==> src/hw/spi_frame_pkg.sv <==
`default_nettype none

package spi_frame_pkg;

    // Frame layout chosen by the command byte
    typedef enum logic [1:0] {
        cmd_only  = 2'd0,  // Command byte alone
        data_only = 2'd1,  // Data at the current pointer
        addr_only = 2'd2,  // Two address bytes, high first
        addr_data = 2'd3   // Address bytes then data
    } frame_mode_e;

    // Command byte, received LSB first
    typedef struct packed {
        logic [3:0]  rsvd;
        logic        write;  // Data bytes are stored
        logic        cont;   // Data phase repeats
        frame_mode_e mode;
    } cmd_t;

    typedef enum logic [1:0] {
        idle    = 2'd0,
        trans   = 2'd1,
        recover = 2'd2   // Wait for ss high after reset or error
    } ctrl_state_e;

    // Destination of a completed byte
    typedef enum logic [1:0] {
        cmd     = 2'd0,
        addr_hi = 2'd1,
        addr_lo = 2'd2,
        data    = 2'd3
    } field_sel_e;

endpackage

`default_nettype wire

==> src/hw/spi_bus_pkg.sv <==
`default_nettype none

package spi_bus_pkg;

    // Raw SPI pins as seen at the device boundary
    typedef struct packed {
        logic sclk;
        logic ss;
        logic mosi;
    } spi_pins_t;

    // Synchronized pin events, each strobe one clk cycle wide
    typedef struct packed {
        logic sclk_rise;
        logic sclk_fall;
        logic ss_fall;
        logic ss_rise;
        logic ss_low;   // Level
        logic mosi;     // Level
    } spi_strobes_t;

    typedef struct packed {
        logic        we;
        logic [15:0] addr;
        logic [7:0]  wdata;
    } mem_req_t;

endpackage

`default_nettype wire

==> src/hw/spi_pin_sync.sv <==
`timescale 1ns/1ps
`default_nettype none

module spi_pin_sync #(
    parameter int SYNC_STAGES = 2
) (
    input  logic                      clk,
    input  logic                      rst,
    input  spi_bus_pkg::spi_pins_t    pins,
    output spi_bus_pkg::spi_strobes_t strobes
);

    // Bus at rest: sclk low, slave not selected
    localparam spi_bus_pkg::spi_pins_t PINS_IDLE = '{sclk: 1'b0, ss: 1'b1, mosi: 1'b0};

    spi_bus_pkg::spi_pins_t sync_q [SYNC_STAGES];
    spi_bus_pkg::spi_pins_t prev_q;  // Edge detect stage
    spi_bus_pkg::spi_pins_t cur;

    assign cur = sync_q[SYNC_STAGES-1];

    always_ff @(posedge clk) begin
        if (!rst) begin
            for (int i = 0; i < SYNC_STAGES; i++) begin
                sync_q[i] <= PINS_IDLE;
            end
            prev_q <= PINS_IDLE;
        end else begin
            sync_q[0] <= pins;
            for (int i = 1; i < SYNC_STAGES; i++) begin
                sync_q[i] <= sync_q[i-1];
            end
            prev_q <= cur;
        end
    end

    always_comb begin
        strobes.sclk_rise = cur.sclk && !prev_q.sclk;
        strobes.sclk_fall = !cur.sclk && prev_q.sclk;
        strobes.ss_fall   = !cur.ss && prev_q.ss;
        strobes.ss_rise   = cur.ss && !prev_q.ss;
        strobes.ss_low    = !cur.ss;
        strobes.mosi      = cur.mosi;
    end

    // SPI mode 0 keeps sclk low whenever ss changes
    ss_edge_sclk_low: assert property (
        @(posedge clk) disable iff (!rst)
        (strobes.ss_fall || strobes.ss_rise) |-> !cur.sclk
    ) else $error("ss changes while sclk is high");

endmodule

`default_nettype wire

==> src/hw/spi_shift_reg.sv <==
`timescale 1ns/1ps
`default_nettype none

module spi_shift_reg (
    input  logic       clk,
    input  logic       rst,
    input  logic       shift_en,
    input  logic       out_en,
    input  logic       load,
    input  logic [7:0] load_data,
    input  logic       bit_in,
    output logic       bit_out,
    output logic [7:0] rx_byte
);

    logic [7:0] rx_q;
    logic [7:0] tx_q;

    // LSB arrives first, so new bits enter at the top
    always_ff @(posedge clk) begin
        if (shift_en) begin
            rx_q <= {bit_in, rx_q[7:1]};
        end
    end

    always_ff @(posedge clk) begin
        if (!rst) begin
            tx_q <= 8'h00;  // Keeps miso quiet until the first load
        end else if (load) begin
            tx_q <= load_data;
        end else if (out_en) begin
            tx_q <= {1'b0, tx_q[7:1]};
        end
    end

    assign bit_out = tx_q[0];
    assign rx_byte = rx_q;

    // A load between sclk edges must not collide with a shift
    load_between_edges: assert property (
        @(posedge clk) disable iff (!rst)
        load |-> !(shift_en || out_en)
    ) else $error("transmit load collides with a shift strobe");

endmodule

`default_nettype wire

==> src/hw/spi_field_regs.sv <==
`timescale 1ns/1ps
`default_nettype none

module spi_field_regs (
    input  logic                      clk,
    input  logic                      rst,
    input  logic                      frame_start,
    input  logic                      capture,
    input  spi_frame_pkg::field_sel_e field_sel,
    input  logic                      addr_inc,
    input  logic [7:0]                rx_byte,
    output spi_frame_pkg::cmd_t       cmd,
    output logic [15:0]               addr,
    output logic [7:0]                data_out,
    output logic [7:0]                raw_byte
);

    always_ff @(posedge clk) begin
        if (!rst) begin
            cmd      <= '0;
            addr     <= 16'h0000;
            data_out <= 8'h00;
            raw_byte <= 8'h00;
        end else if (frame_start) begin
            // Address pointer survives between frames
            cmd      <= '0;
            data_out <= 8'h00;
            raw_byte <= 8'h00;
        end else if (capture) begin
            raw_byte <= rx_byte;  // Every byte lands here
            case (field_sel)
                spi_frame_pkg::cmd: begin
                    cmd <= spi_frame_pkg::cmd_t'(rx_byte);
                end
                spi_frame_pkg::addr_hi: begin
                    addr[15:8] <= rx_byte;
                end
                spi_frame_pkg::addr_lo: begin
                    addr[7:0] <= rx_byte;
                end
                spi_frame_pkg::data: begin
                    data_out <= rx_byte;
                end
            endcase
        end else if (addr_inc) begin
            addr <= addr + 16'd1;  // Continuous data phase
        end
    end

    // The increment trails the data capture by one cycle
    capture_then_inc: assert property (
        @(posedge clk) disable iff (!rst)
        !(capture && addr_inc)
    ) else $error("capture and address increment in the same cycle");

    data_inc_order: assert property (
        @(posedge clk) disable iff (!rst)
        addr_inc |-> $past(capture) && $past(field_sel) == spi_frame_pkg::data
    ) else $error("address increment without a preceding data capture");

endmodule

`default_nettype wire

==> src/hw/spi_reg_mem.sv <==
`timescale 1ns/1ps
`default_nettype none

module spi_reg_mem #(
    parameter int MEM_AW = 6
) (
    input  logic                  clk,
    input  logic                  rst,
    input  spi_bus_pkg::mem_req_t req,
    output logic [7:0]            rdata
);

    localparam int DEPTH = 2 ** MEM_AW;

    logic [7:0]        mem_q [DEPTH];
    logic [MEM_AW-1:0] word;

    assign word = req.addr[MEM_AW-1:0];  // Upper address bits alias

    always_ff @(posedge clk) begin
        if (!rst) begin
            for (int i = 0; i < DEPTH; i++) begin
                mem_q[i] <= 8'h00;
            end
        end else if (req.we) begin
            mem_q[word] <= req.wdata;
        end
    end

    // Read is combinational so a load sees the address of the same cycle
    assign rdata = mem_q[word];

endmodule

`default_nettype wire

==> src/hw/spi_frame_ctrl.sv <==
`timescale 1ns/1ps
`default_nettype none

module spi_frame_ctrl (
    input  logic                      clk,
    input  logic                      rst,
    input  spi_bus_pkg::spi_strobes_t strobes,
    input  logic                      abort,
    input  spi_frame_pkg::cmd_t       cmd,
    input  logic [15:0]               addr,
    input  logic [7:0]                rx_byte,
    output logic                      shift_en,
    output logic                      out_en,
    output logic                      load,
    output logic                      tx_sel,
    output logic                      frame_start,
    output logic                      capture,
    output spi_frame_pkg::field_sel_e field_sel,
    output logic                      addr_inc,
    output spi_bus_pkg::mem_req_t     mem_req,
    output logic                      eob,
    output logic                      eop,
    output logic                      err_out,
    output logic                      busy
);

    spi_frame_pkg::ctrl_state_e state_q;
    spi_frame_pkg::field_sel_e  sel_q;
    logic [2:0] bit_cnt_q;
    logic [1:0] idx_q;        // Byte position in the frame unit
    logic       byte_done_q;
    logic       cap_q;
    logic       post_q;       // Cycle after capture
    logic       end_q;        // Last byte closed a unit
    logic       closed_q;     // Frame takes no more bytes
    logic       we_q;
    logic       inc_q;
    logic       tx_mem_q;     // Next byte is read data
    logic       err_q;

    spi_frame_pkg::cmd_t       rx_cmd;
    spi_frame_pkg::cmd_t       cur_cmd;
    spi_frame_pkg::field_sel_e byte_sel;
    logic [1:0] idx_nxt;
    logic       last;
    logic       next_rd;
    logic       bad_cont;
    logic       in_trans;

    // Decode of the byte that just completed
    always_comb begin
        rx_cmd   = spi_frame_pkg::cmd_t'(rx_byte);
        cur_cmd  = (idx_q == 2'd0) ? rx_cmd : cmd;  // Command not yet captured
        byte_sel = spi_frame_pkg::data;
        idx_nxt  = idx_q;                           // Data bytes repeat in place
        last     = 1'b0;
        case (idx_q)
            2'd0: begin
                byte_sel = spi_frame_pkg::cmd;
                idx_nxt  = 2'd1;
                last     = (cur_cmd.mode == spi_frame_pkg::cmd_only);
            end
            2'd1: begin
                if (cur_cmd.mode == spi_frame_pkg::data_only) begin
                    last = 1'b1;
                end else begin
                    byte_sel = spi_frame_pkg::addr_hi;
                    idx_nxt  = 2'd2;
                end
            end
            2'd2: begin
                byte_sel = spi_frame_pkg::addr_lo;
                idx_nxt  = 2'd3;
                last     = (cur_cmd.mode == spi_frame_pkg::addr_only);
            end
            default: last = 1'b1;
        endcase
        bad_cont = (idx_q == 2'd0) && rx_cmd.cont &&
                   (rx_cmd.mode == spi_frame_pkg::cmd_only ||
                    rx_cmd.mode == spi_frame_pkg::addr_only);
        next_rd  = !cur_cmd.write &&
                   (cur_cmd.mode == spi_frame_pkg::data_only ||
                    (cur_cmd.mode == spi_frame_pkg::addr_data && idx_q >= 2'd2));
    end

    assign in_trans    = (state_q == spi_frame_pkg::trans);
    assign shift_en    = in_trans && strobes.sclk_rise && !closed_q;
    // Fall after the eighth rise presents bit 0 of the freshly loaded byte
    assign out_en      = in_trans && strobes.sclk_fall && (bit_cnt_q != 3'd0);
    assign frame_start = (state_q == spi_frame_pkg::idle) && strobes.ss_fall;
    assign load        = frame_start || post_q;  // Status first, then per byte
    assign tx_sel      = post_q && tx_mem_q;
    assign capture     = cap_q;
    assign eob         = cap_q;
    assign eop         = cap_q && end_q;
    assign field_sel   = sel_q;
    assign addr_inc    = post_q && inc_q;
    assign err_out     = err_q;
    assign busy        = in_trans;

    always_comb begin
        mem_req.we    = cap_q && we_q;
        mem_req.addr  = addr + {15'd0, addr_inc};  // Read ahead to the next pointer
        mem_req.wdata = rx_byte;
    end

    always_ff @(posedge clk) begin
        if (!rst) begin
            state_q     <= spi_frame_pkg::recover;
            sel_q       <= spi_frame_pkg::cmd;
            bit_cnt_q   <= 3'd0;
            idx_q       <= 2'd0;
            byte_done_q <= 1'b0;
            cap_q       <= 1'b0;
            post_q      <= 1'b0;
            end_q       <= 1'b0;
            closed_q    <= 1'b0;
            we_q        <= 1'b0;
            inc_q       <= 1'b0;
            tx_mem_q    <= 1'b0;
            err_q       <= 1'b0;
        end else begin
            byte_done_q <= 1'b0;
            cap_q       <= byte_done_q;
            post_q      <= cap_q;
            case (state_q)
                spi_frame_pkg::idle: begin
                    if (strobes.ss_fall) begin
                        state_q   <= spi_frame_pkg::trans;
                        err_q     <= 1'b0;  // Error holds until here
                        bit_cnt_q <= 3'd0;
                        idx_q     <= 2'd0;
                        end_q     <= 1'b0;
                        closed_q  <= 1'b0;
                    end
                end
                spi_frame_pkg::trans: begin
                    if (byte_done_q) begin
                        sel_q    <= byte_sel;
                        idx_q    <= idx_nxt;
                        end_q    <= last;
                        closed_q <= last && !cur_cmd.cont;
                        we_q     <= (byte_sel == spi_frame_pkg::data) && cur_cmd.write;
                        inc_q    <= (byte_sel == spi_frame_pkg::data) && cur_cmd.cont;
                        tx_mem_q <= next_rd;
                    end
                    if (abort || (byte_done_q && bad_cont)) begin
                        state_q <= spi_frame_pkg::recover;
                        err_q   <= 1'b1;
                    end else if (strobes.ss_rise) begin
                        // Mid byte or before the unit is complete
                        if (bit_cnt_q != 3'd0 || !end_q) begin
                            err_q <= 1'b1;
                            state_q <= spi_frame_pkg::recover;
                        end else begin
                            state_q <= spi_frame_pkg::idle;
                        end
                    end else if (strobes.sclk_rise) begin
                        if (closed_q) begin
                            err_q   <= 1'b1;  // Byte past the end of the frame
                            state_q <= spi_frame_pkg::recover;
                        end else begin
                            bit_cnt_q   <= bit_cnt_q + 3'd1;
                            end_q       <= 1'b0;
                            byte_done_q <= (bit_cnt_q == 3'd7);
                        end
                    end
                end
                default: begin
                    if (!strobes.ss_low) begin
                        state_q <= spi_frame_pkg::idle;
                    end
                end
            endcase
        end
    end

endmodule

`default_nettype wire

==> src/hw/spi_slave_top.sv <==
`timescale 1ns/1ps
`default_nettype none

module spi_slave_top #(
    parameter int SYNC_STAGES = 2,
    parameter int MEM_AW      = 6
) (
    input  logic                   clk,
    input  logic                   rst,
    input  spi_bus_pkg::spi_pins_t pins,
    input  logic [7:0]             status,
    input  logic                   abort,
    output logic                   miso,
    output spi_frame_pkg::cmd_t    cmd,
    output logic [15:0]            addr,
    output logic [7:0]             data_out,
    output logic [7:0]             raw_byte,
    output logic                   eob,
    output logic                   eop,
    output logic                   err_out,
    output logic                   busy
);

    spi_bus_pkg::spi_strobes_t strobes;
    spi_bus_pkg::mem_req_t     mem_req;
    spi_frame_pkg::field_sel_e field_sel;
    logic       shift_en;
    logic       out_en;
    logic       load;
    logic       tx_sel;
    logic       frame_start;
    logic       capture;
    logic       addr_inc;
    logic [7:0] rx_byte;
    logic [7:0] mem_rdata;
    logic [7:0] tx_data;

    assign tx_data = tx_sel ? mem_rdata : status;  // Register content or status

    spi_pin_sync #(.SYNC_STAGES(SYNC_STAGES)) pin_sync_i (
        .clk(clk), .rst(rst), .pins(pins), .strobes(strobes)
    );

    spi_shift_reg shift_reg_i (
        .clk(clk), .rst(rst), .shift_en(shift_en), .out_en(out_en), .load(load),
        .load_data(tx_data), .bit_in(strobes.mosi), .bit_out(miso), .rx_byte(rx_byte)
    );

    spi_field_regs field_regs_i (
        .clk(clk), .rst(rst), .frame_start(frame_start), .capture(capture),
        .field_sel(field_sel), .addr_inc(addr_inc), .rx_byte(rx_byte),
        .cmd(cmd), .addr(addr), .data_out(data_out), .raw_byte(raw_byte)
    );

    spi_reg_mem #(.MEM_AW(MEM_AW)) reg_mem_i (
        .clk(clk), .rst(rst), .req(mem_req), .rdata(mem_rdata)
    );

    spi_frame_ctrl frame_ctrl_i (
        .clk(clk), .rst(rst), .strobes(strobes), .abort(abort), .cmd(cmd), .addr(addr),
        .rx_byte(rx_byte), .shift_en(shift_en), .out_en(out_en), .load(load),
        .tx_sel(tx_sel), .frame_start(frame_start), .capture(capture),
        .field_sel(field_sel), .addr_inc(addr_inc), .mem_req(mem_req), .eob(eob),
        .eop(eop), .err_out(err_out), .busy(busy)
    );

endmodule

`default_nettype wire

==> config.mk <==
export PLATFORM = sky130hd
export DESIGN_NAME = spi_slave_top
export DESIGN_NICKNAME = d
export VERILOG_FILES = /design/src/hw/spi_frame_pkg.sv /design/src/hw/spi_bus_pkg.sv /design/src/hw/spi_pin_sync.sv /design/src/hw/spi_shift_reg.sv /design/src/hw/spi_field_regs.sv /design/src/hw/spi_reg_mem.sv /design/src/hw/spi_frame_ctrl.sv /design/src/hw/spi_slave_top.sv
export SDC_FILE = /design/constraint.sdc
export NUM_CORES = 1
export LEC_CHECK = 0
export BUFFER_PORTS_ARGS = -buffer_cell sky130_fd_sc_hd__buf_2
export CORE_ASPECT_RATIO = 0.75
export CORE_UTILIZATION = 40
export DETAILED_ROUTE_END_ITERATION = 8
export GPL_ROUTABILITY_DRIVEN = 0
export PLACE_DENSITY_LB_ADDON = 0.12
export RECOVER_POWER = 25
export SETUP_SLACK_MARGIN = 0.3
export SLEW_MARGIN = 20
export SYNTH_ARGS = -nofsm -noshare
export SYNTH_HDL_FRONTEND = slang
export SYNTH_SLANG_ARGS = --single-unit
==> constraint.sdc <==
create_clock -name clk -period 3.35 [get_ports clk]
set_input_delay 0.5025 -clock clk [delete_from_list [all_inputs] [get_ports clk]]
set_output_delay 0.5025 -clock clk [all_outputs]
set_load 0.02 [all_outputs]
Yosys cells after proc, flatten, opt, wreduce, memory -nomap -nowiden
Memories as Yosys holds them, arrays and structs flattened.
Cells that the tools add are included.

operators by class
  add/sub/neg operators = 3
  multipliers = 0
  div/mod/pow operators = 0
  magnitude comparators = 1
  eq/ne operators = 25
  shifts and indexed selects = 0
  multiplexer cells = 56
  bitwise logic cells = 6
  reduce and logical (&&, ||, !) cells = 58

operator list
  cell                     number
  $mux W8                  6
  $mux W16                 2
  $mux W2                  11
  $logic_and A1 B1 Y1      21
  $mux W3                  7
  $mux W1                  19
  $add A16 B1 Y16 const B  1
  $eq A2 B2 Y1 const B     7
  $pmux W2 S3              2
  $logic_not A2 Y1         5
  $ne A2 B2 Y1 const B     5
  $reduce_and A5 Y1        2
  $reduce_and A3 Y1        3
  $eq A2 B1 Y1 const B     4
  $logic_not A1 Y1         8
  $ne A4 B2 Y1 const B     2
  $ne A4 B4 Y1 const B     2
  $pmux W2 S2              2
  $reduce_and A2 Y1        4
  $reduce_or A8 Y1         1
  $add A6 B1 Y6            1
  $mux W6                  1
  $ne A2 B1 Y1 const B     3
  $pmux W1 S2              3
  other kinds (16)         27

word-level totals
  bits in registers = 76
  latch bits = 0
  bits in writable memories = 518
  memory bits (read-only) = 0
  input port bits = 14
  output and inout bits = 45
  memories kept = 2

memories
  memory             depth  bits a word  rd ports  clocked after memory_dff  write ports  line                RTL
  reg_mem_i.mem_q    64     8            1         0                         64           spi_reg_mem.sv:15   logic [7:0] mem_q [DEPTH];
  pin_sync_i.sync_q  2      3            2         0                         2            spi_pin_sync.sv:16  spi_bus_pkg::spi_pins_t sync_q [SYNC_STAGES];

Depth between registers and ports, before layout
  word-level depth = 11
  gate-level depth with buffers = 13
  gate-level depth less buffers = 9

Modules after synthesis
From an unflattened synthesis, not the netlist that was laid out.

unflattened totals
  cells, all modules = 2277
  area, all modules = 28041.9 µm²

modules (own cells, without submodules)
  module          times used  cells each  area an instance (µm²)  sequential area each (µm²)
  spi_reg_mem     1           1815        23715.2                 15374.7
  spi_field_regs  1           216         1906.8                  800.8
  spi_frame_ctrl  1           172         1382.6                  360.3
  spi_shift_reg   1           43          659.4                   400.4
  spi_pin_sync    1           22          246.5                   160.2
  spi_slave_top   1           9           131.4                   0.0

Least setup slack after synthesis
OpenSTA, ideal clock, no wires.

  path type = flip-flop to flip-flop
  start point = register field_regs_i.addr[0]
  end point = memory reg_mem_i.mem_q[20][0], enable pin
  library setup time = 329 ps
  data arrival time = 2702 ps
  required time = 3021 ps
  path slack = 319 ps
  stages on the path, launching flop included = 10
  buffers on the path = 4
  period minus slack after synthesis = 3031 ps
  path through = dfxtp_1 ha_1 ha_1 buf_2 buf_2 buf_2 nor3_1 buf_2 nand2_1 nand2_1

RTL lines
  what                    line                  RTL
  start, declared         spi_field_regs.sv:13  output logic [15:0] addr,
  start signal, assigned  spi_field_regs.sv:39  addr[7:0] <= rx_byte;
  start signal, assigned  spi_field_regs.sv:46  addr <= addr + 16'd1;
  end, declared           spi_reg_mem.sv:15

==> reports/metrics.cfg <==
[global_routing]
grt_pass1_vias=18220
grt_use_total_pct=23.74
grt_pass1_wl_mm=125.3
grt.overflow.total=0
grt_max_degree=116
antenna_found_initial=4

[critical_path]
crit_slowest_cell=nor2_1
cp.arrival_ns=3.37
startpoint_type=flip-flop
crit_chain=and2_1 > ha_4 > ha_4 > buf_12 > buf_12 > nand2_1 > nor2_1 > buf_12 > nand2_1 > nand2_1
r2r_slack_ns=0.26
critPathRequiredTime_ns=3.63
cp-end-kind=flip-flop
critPathMaxStageDelay_ns=0.42
path_max_fanout=27
worstSetupPathType=flip-flop to flip-flop

[place]
dpl.hpwl_mm=51.95
numPortBuffers=58
numPlacedInstances=3083

[clock_network]
cts_tree=built
clk_pin_slew_ns=0.06
root_buffer=clkbuf_16
cts_buffers=60
htree_levels=2
clock_sinks=594
cts_max_path_buffers=3
clk_latency_ns=0.64

[logic_synthesis]
synth_edf_count=520
synthFlopType=edfxtp_1
synth.area.top_cells=edfxtp_1, and3_1, mux4_2
synth_commonest_cells=edfxtp_1, and3_1, nand2_1
synth_top_cell_by_area=edfxtp_1
synth_async_sr_flop_share_pct=0
yosysWarnings=0
yosysSeqAreaShare_pct=60.41
synth_most_common_cell=edfxtp_1
synth_nets=2249
yosysTopAreaCellShare_pct=55.17
synthCells=2225
ys_types=78
ys_ff_latch=594
syn_area_sq_mm=0.02830
syn_area_per_cell_sq_um=12.72

[cells_and_area]
syn_to_final_growth_pct=12.96
fill_cells=6339
layout.nets=2236
drive_above_1_share_pct=16.81
regArea_sq_mm=0.01710
multiInputGateArea_sq_mm=0.01018
fin_cells=3209

[outcome]
status=finished with violations
violations=capacitance limit, slew limit

[timing]
setup_viol=0
finalCritPeriodShare_pct=92.35
drv_slew=287
tightest_slew_ns=2.223
rsz0062_at_grt=yes
skew_ns=0.02127
finalCriticalPeriod_ns=3.094
max_freq_mhz=323.2
setup_tns_ns=0
relSlewSlack_pct=-48.21
hold_viol=0

[routing]
drtIter0Drc=2244
routed_wl_mm=84.95
vias=18860
post_drt_wl_per_cell_microns=26.47
drt_drc_violations_left=0
first_pass_iters=6
ant_nets=0
avgViaCountPerCell=5.876

[floorplanning]
die_area_sq_mm=0.07183
start_util_pct=40.43
die_width_microns=309.2
fp.dieH_microns=232.4
core_sq_mm=0.07000
rows=84
ios=59

[job]
maxCapViolations=5

[power]
power_density_mw_per_mm2=500.1
total_power_w=0.01599
irDropWorstVdd_uv=367.1
cellLeakagePower_nw=12.69

[hold_path]
holdCritPathClass=primary input to flip-flop

report_power, final:
group	leakage, nW	internal, W	switching (W)
Combinational	6.22	0.000282	0.000545
Clock	0.938	0.00375	0.00293
Sequential	5.53	0.00835	0.000128
through the flow:
step / worst slack (ns) / util [%] / area (sq um) / hold slack, ns
final: 0.2561 / 45.67 / 31970 / 0.05373
after global routing: 0.1129 / 45.67 / 31960 / 0.05216
after CTS: 0.3290 / 45.84 / 32080 / 0.02082
after detailed placement: 0.1692 / 42.96 / 30070 / 0.3968
after global placement: 0.2161 / 42.96 / 30070 / 0.3922
after floorplan: 0.3188 / - / 28300 / 0.3855
area by class of cell:
class	instances	area share [%]
diodes	2	0.01565
clock buffers	77	5.025
clock inverters	34	0.9041
inverters	8	0.09393
multi-input cells	1365	31.85
flip-flops and latches	594	53.48
well taps	946	3.702
repair buffers	183	4.927
sequential cells by signal (all words and copies together), names as in the netlist, 3 cells and up:
| name | flops |
|---|---|
| pin_sync_i.sync_q | 6 |
| frame_ctrl_i.bit_cnt_q | 3 |
| field_regs_i.raw_byte | 8 |
| field_regs_i.cmd | 8 |
| shift_reg_i.rx_byte | 8 |
| field_regs_i.addr | 16 |
| field_regs_i.data_out | 8 |
| shift_reg_i.tx_q | 8 |
| reg_mem_i.mem_q | 512 |
worst paths after layout:
path	from	endpoint	cells past startpoint
hold / removal	pins[1]	pin_sync_i.sync_q[0][1]	2
hold reg to reg	pin_sync_i.sync_q[0][3]	shift_reg_i.rx_byte[7]	0
setup reg to reg	frame_ctrl_i.inc_q	reg_mem_i.mem_q[42][0]	10
setup / recovery	frame_ctrl_i.inc_q	reg_mem_i.mem_q[42][0]	10
cell usage in the layout (no fill, tap or decap), types with 10 or more instances in the layout:
cell type,instances
a21boi_0,10
a21oi_1,21
a22oi_1,12
a31oi_1,13
and2_1,11
and3_1,517
buf_12,36
buf_2,17
buf_4,67
clkbuf_1,68
clkbuf_16,61
clkinv_1,11
clkinv_2,15
dfxtp_1,74
edfxtp_1,520
mux2_2,22
mux2i_1,41
mux4_2,113
nand2_1,295
nand2b_1,11
nand3_1,36
nor2_1,50
nor2b_1,17
nor3_1,11
o21ai_0,22
critical path, delay by kind of cell, from the launching register on:
| kind | cells | cell delay, ns |
|---|---|---|
| AND/OR/NAND/NOR | 5 | 1.11 |
| flip-flops | 1 | 0.33 |
| adder cells (fa/ha/maj) | 2 | 0.60 |
| buffers and inverters | 3 | 0.67 |
timing repair:
item | CTS | global route
cloned | 0 | 0
endpoints found under the hold margin | 0 | 0
buffers inserted | 11 | 2
gates resized for setup | 1 | 15
pin swaps | 1 | 2
hold buffers | 0 | 0
setup endpoints to repair | 78 | 178
cells by family (layout without fill, tap and decap cells):
kind of cell	Yosys count	count (layout)	share of synthesized area, %
adders and majority gates	10	10	0.4421
and+or+nand+nor	1015	1015	19.43
DFF	594	594	60.41
muxes	177	177	11.36
other	0	2	0
AOI/OAI and AO/OA	158	158	4.103
xor gates and xnor gates	5	5	0.2476
buffers and inverters	266	302	4.010
routing by layer:
layer	track usage [%]	wire length, microns	up-vias	share of wire (%)
met5	0	0	-	0
met4	4.997	1523	0	1.8
met3	3.623	6097	107	7.2
met2	35.52	37370	737	44
met1	36.28	39960	9654	47
li1	-	-	8357	-
(Power assumes the default switching activity.)
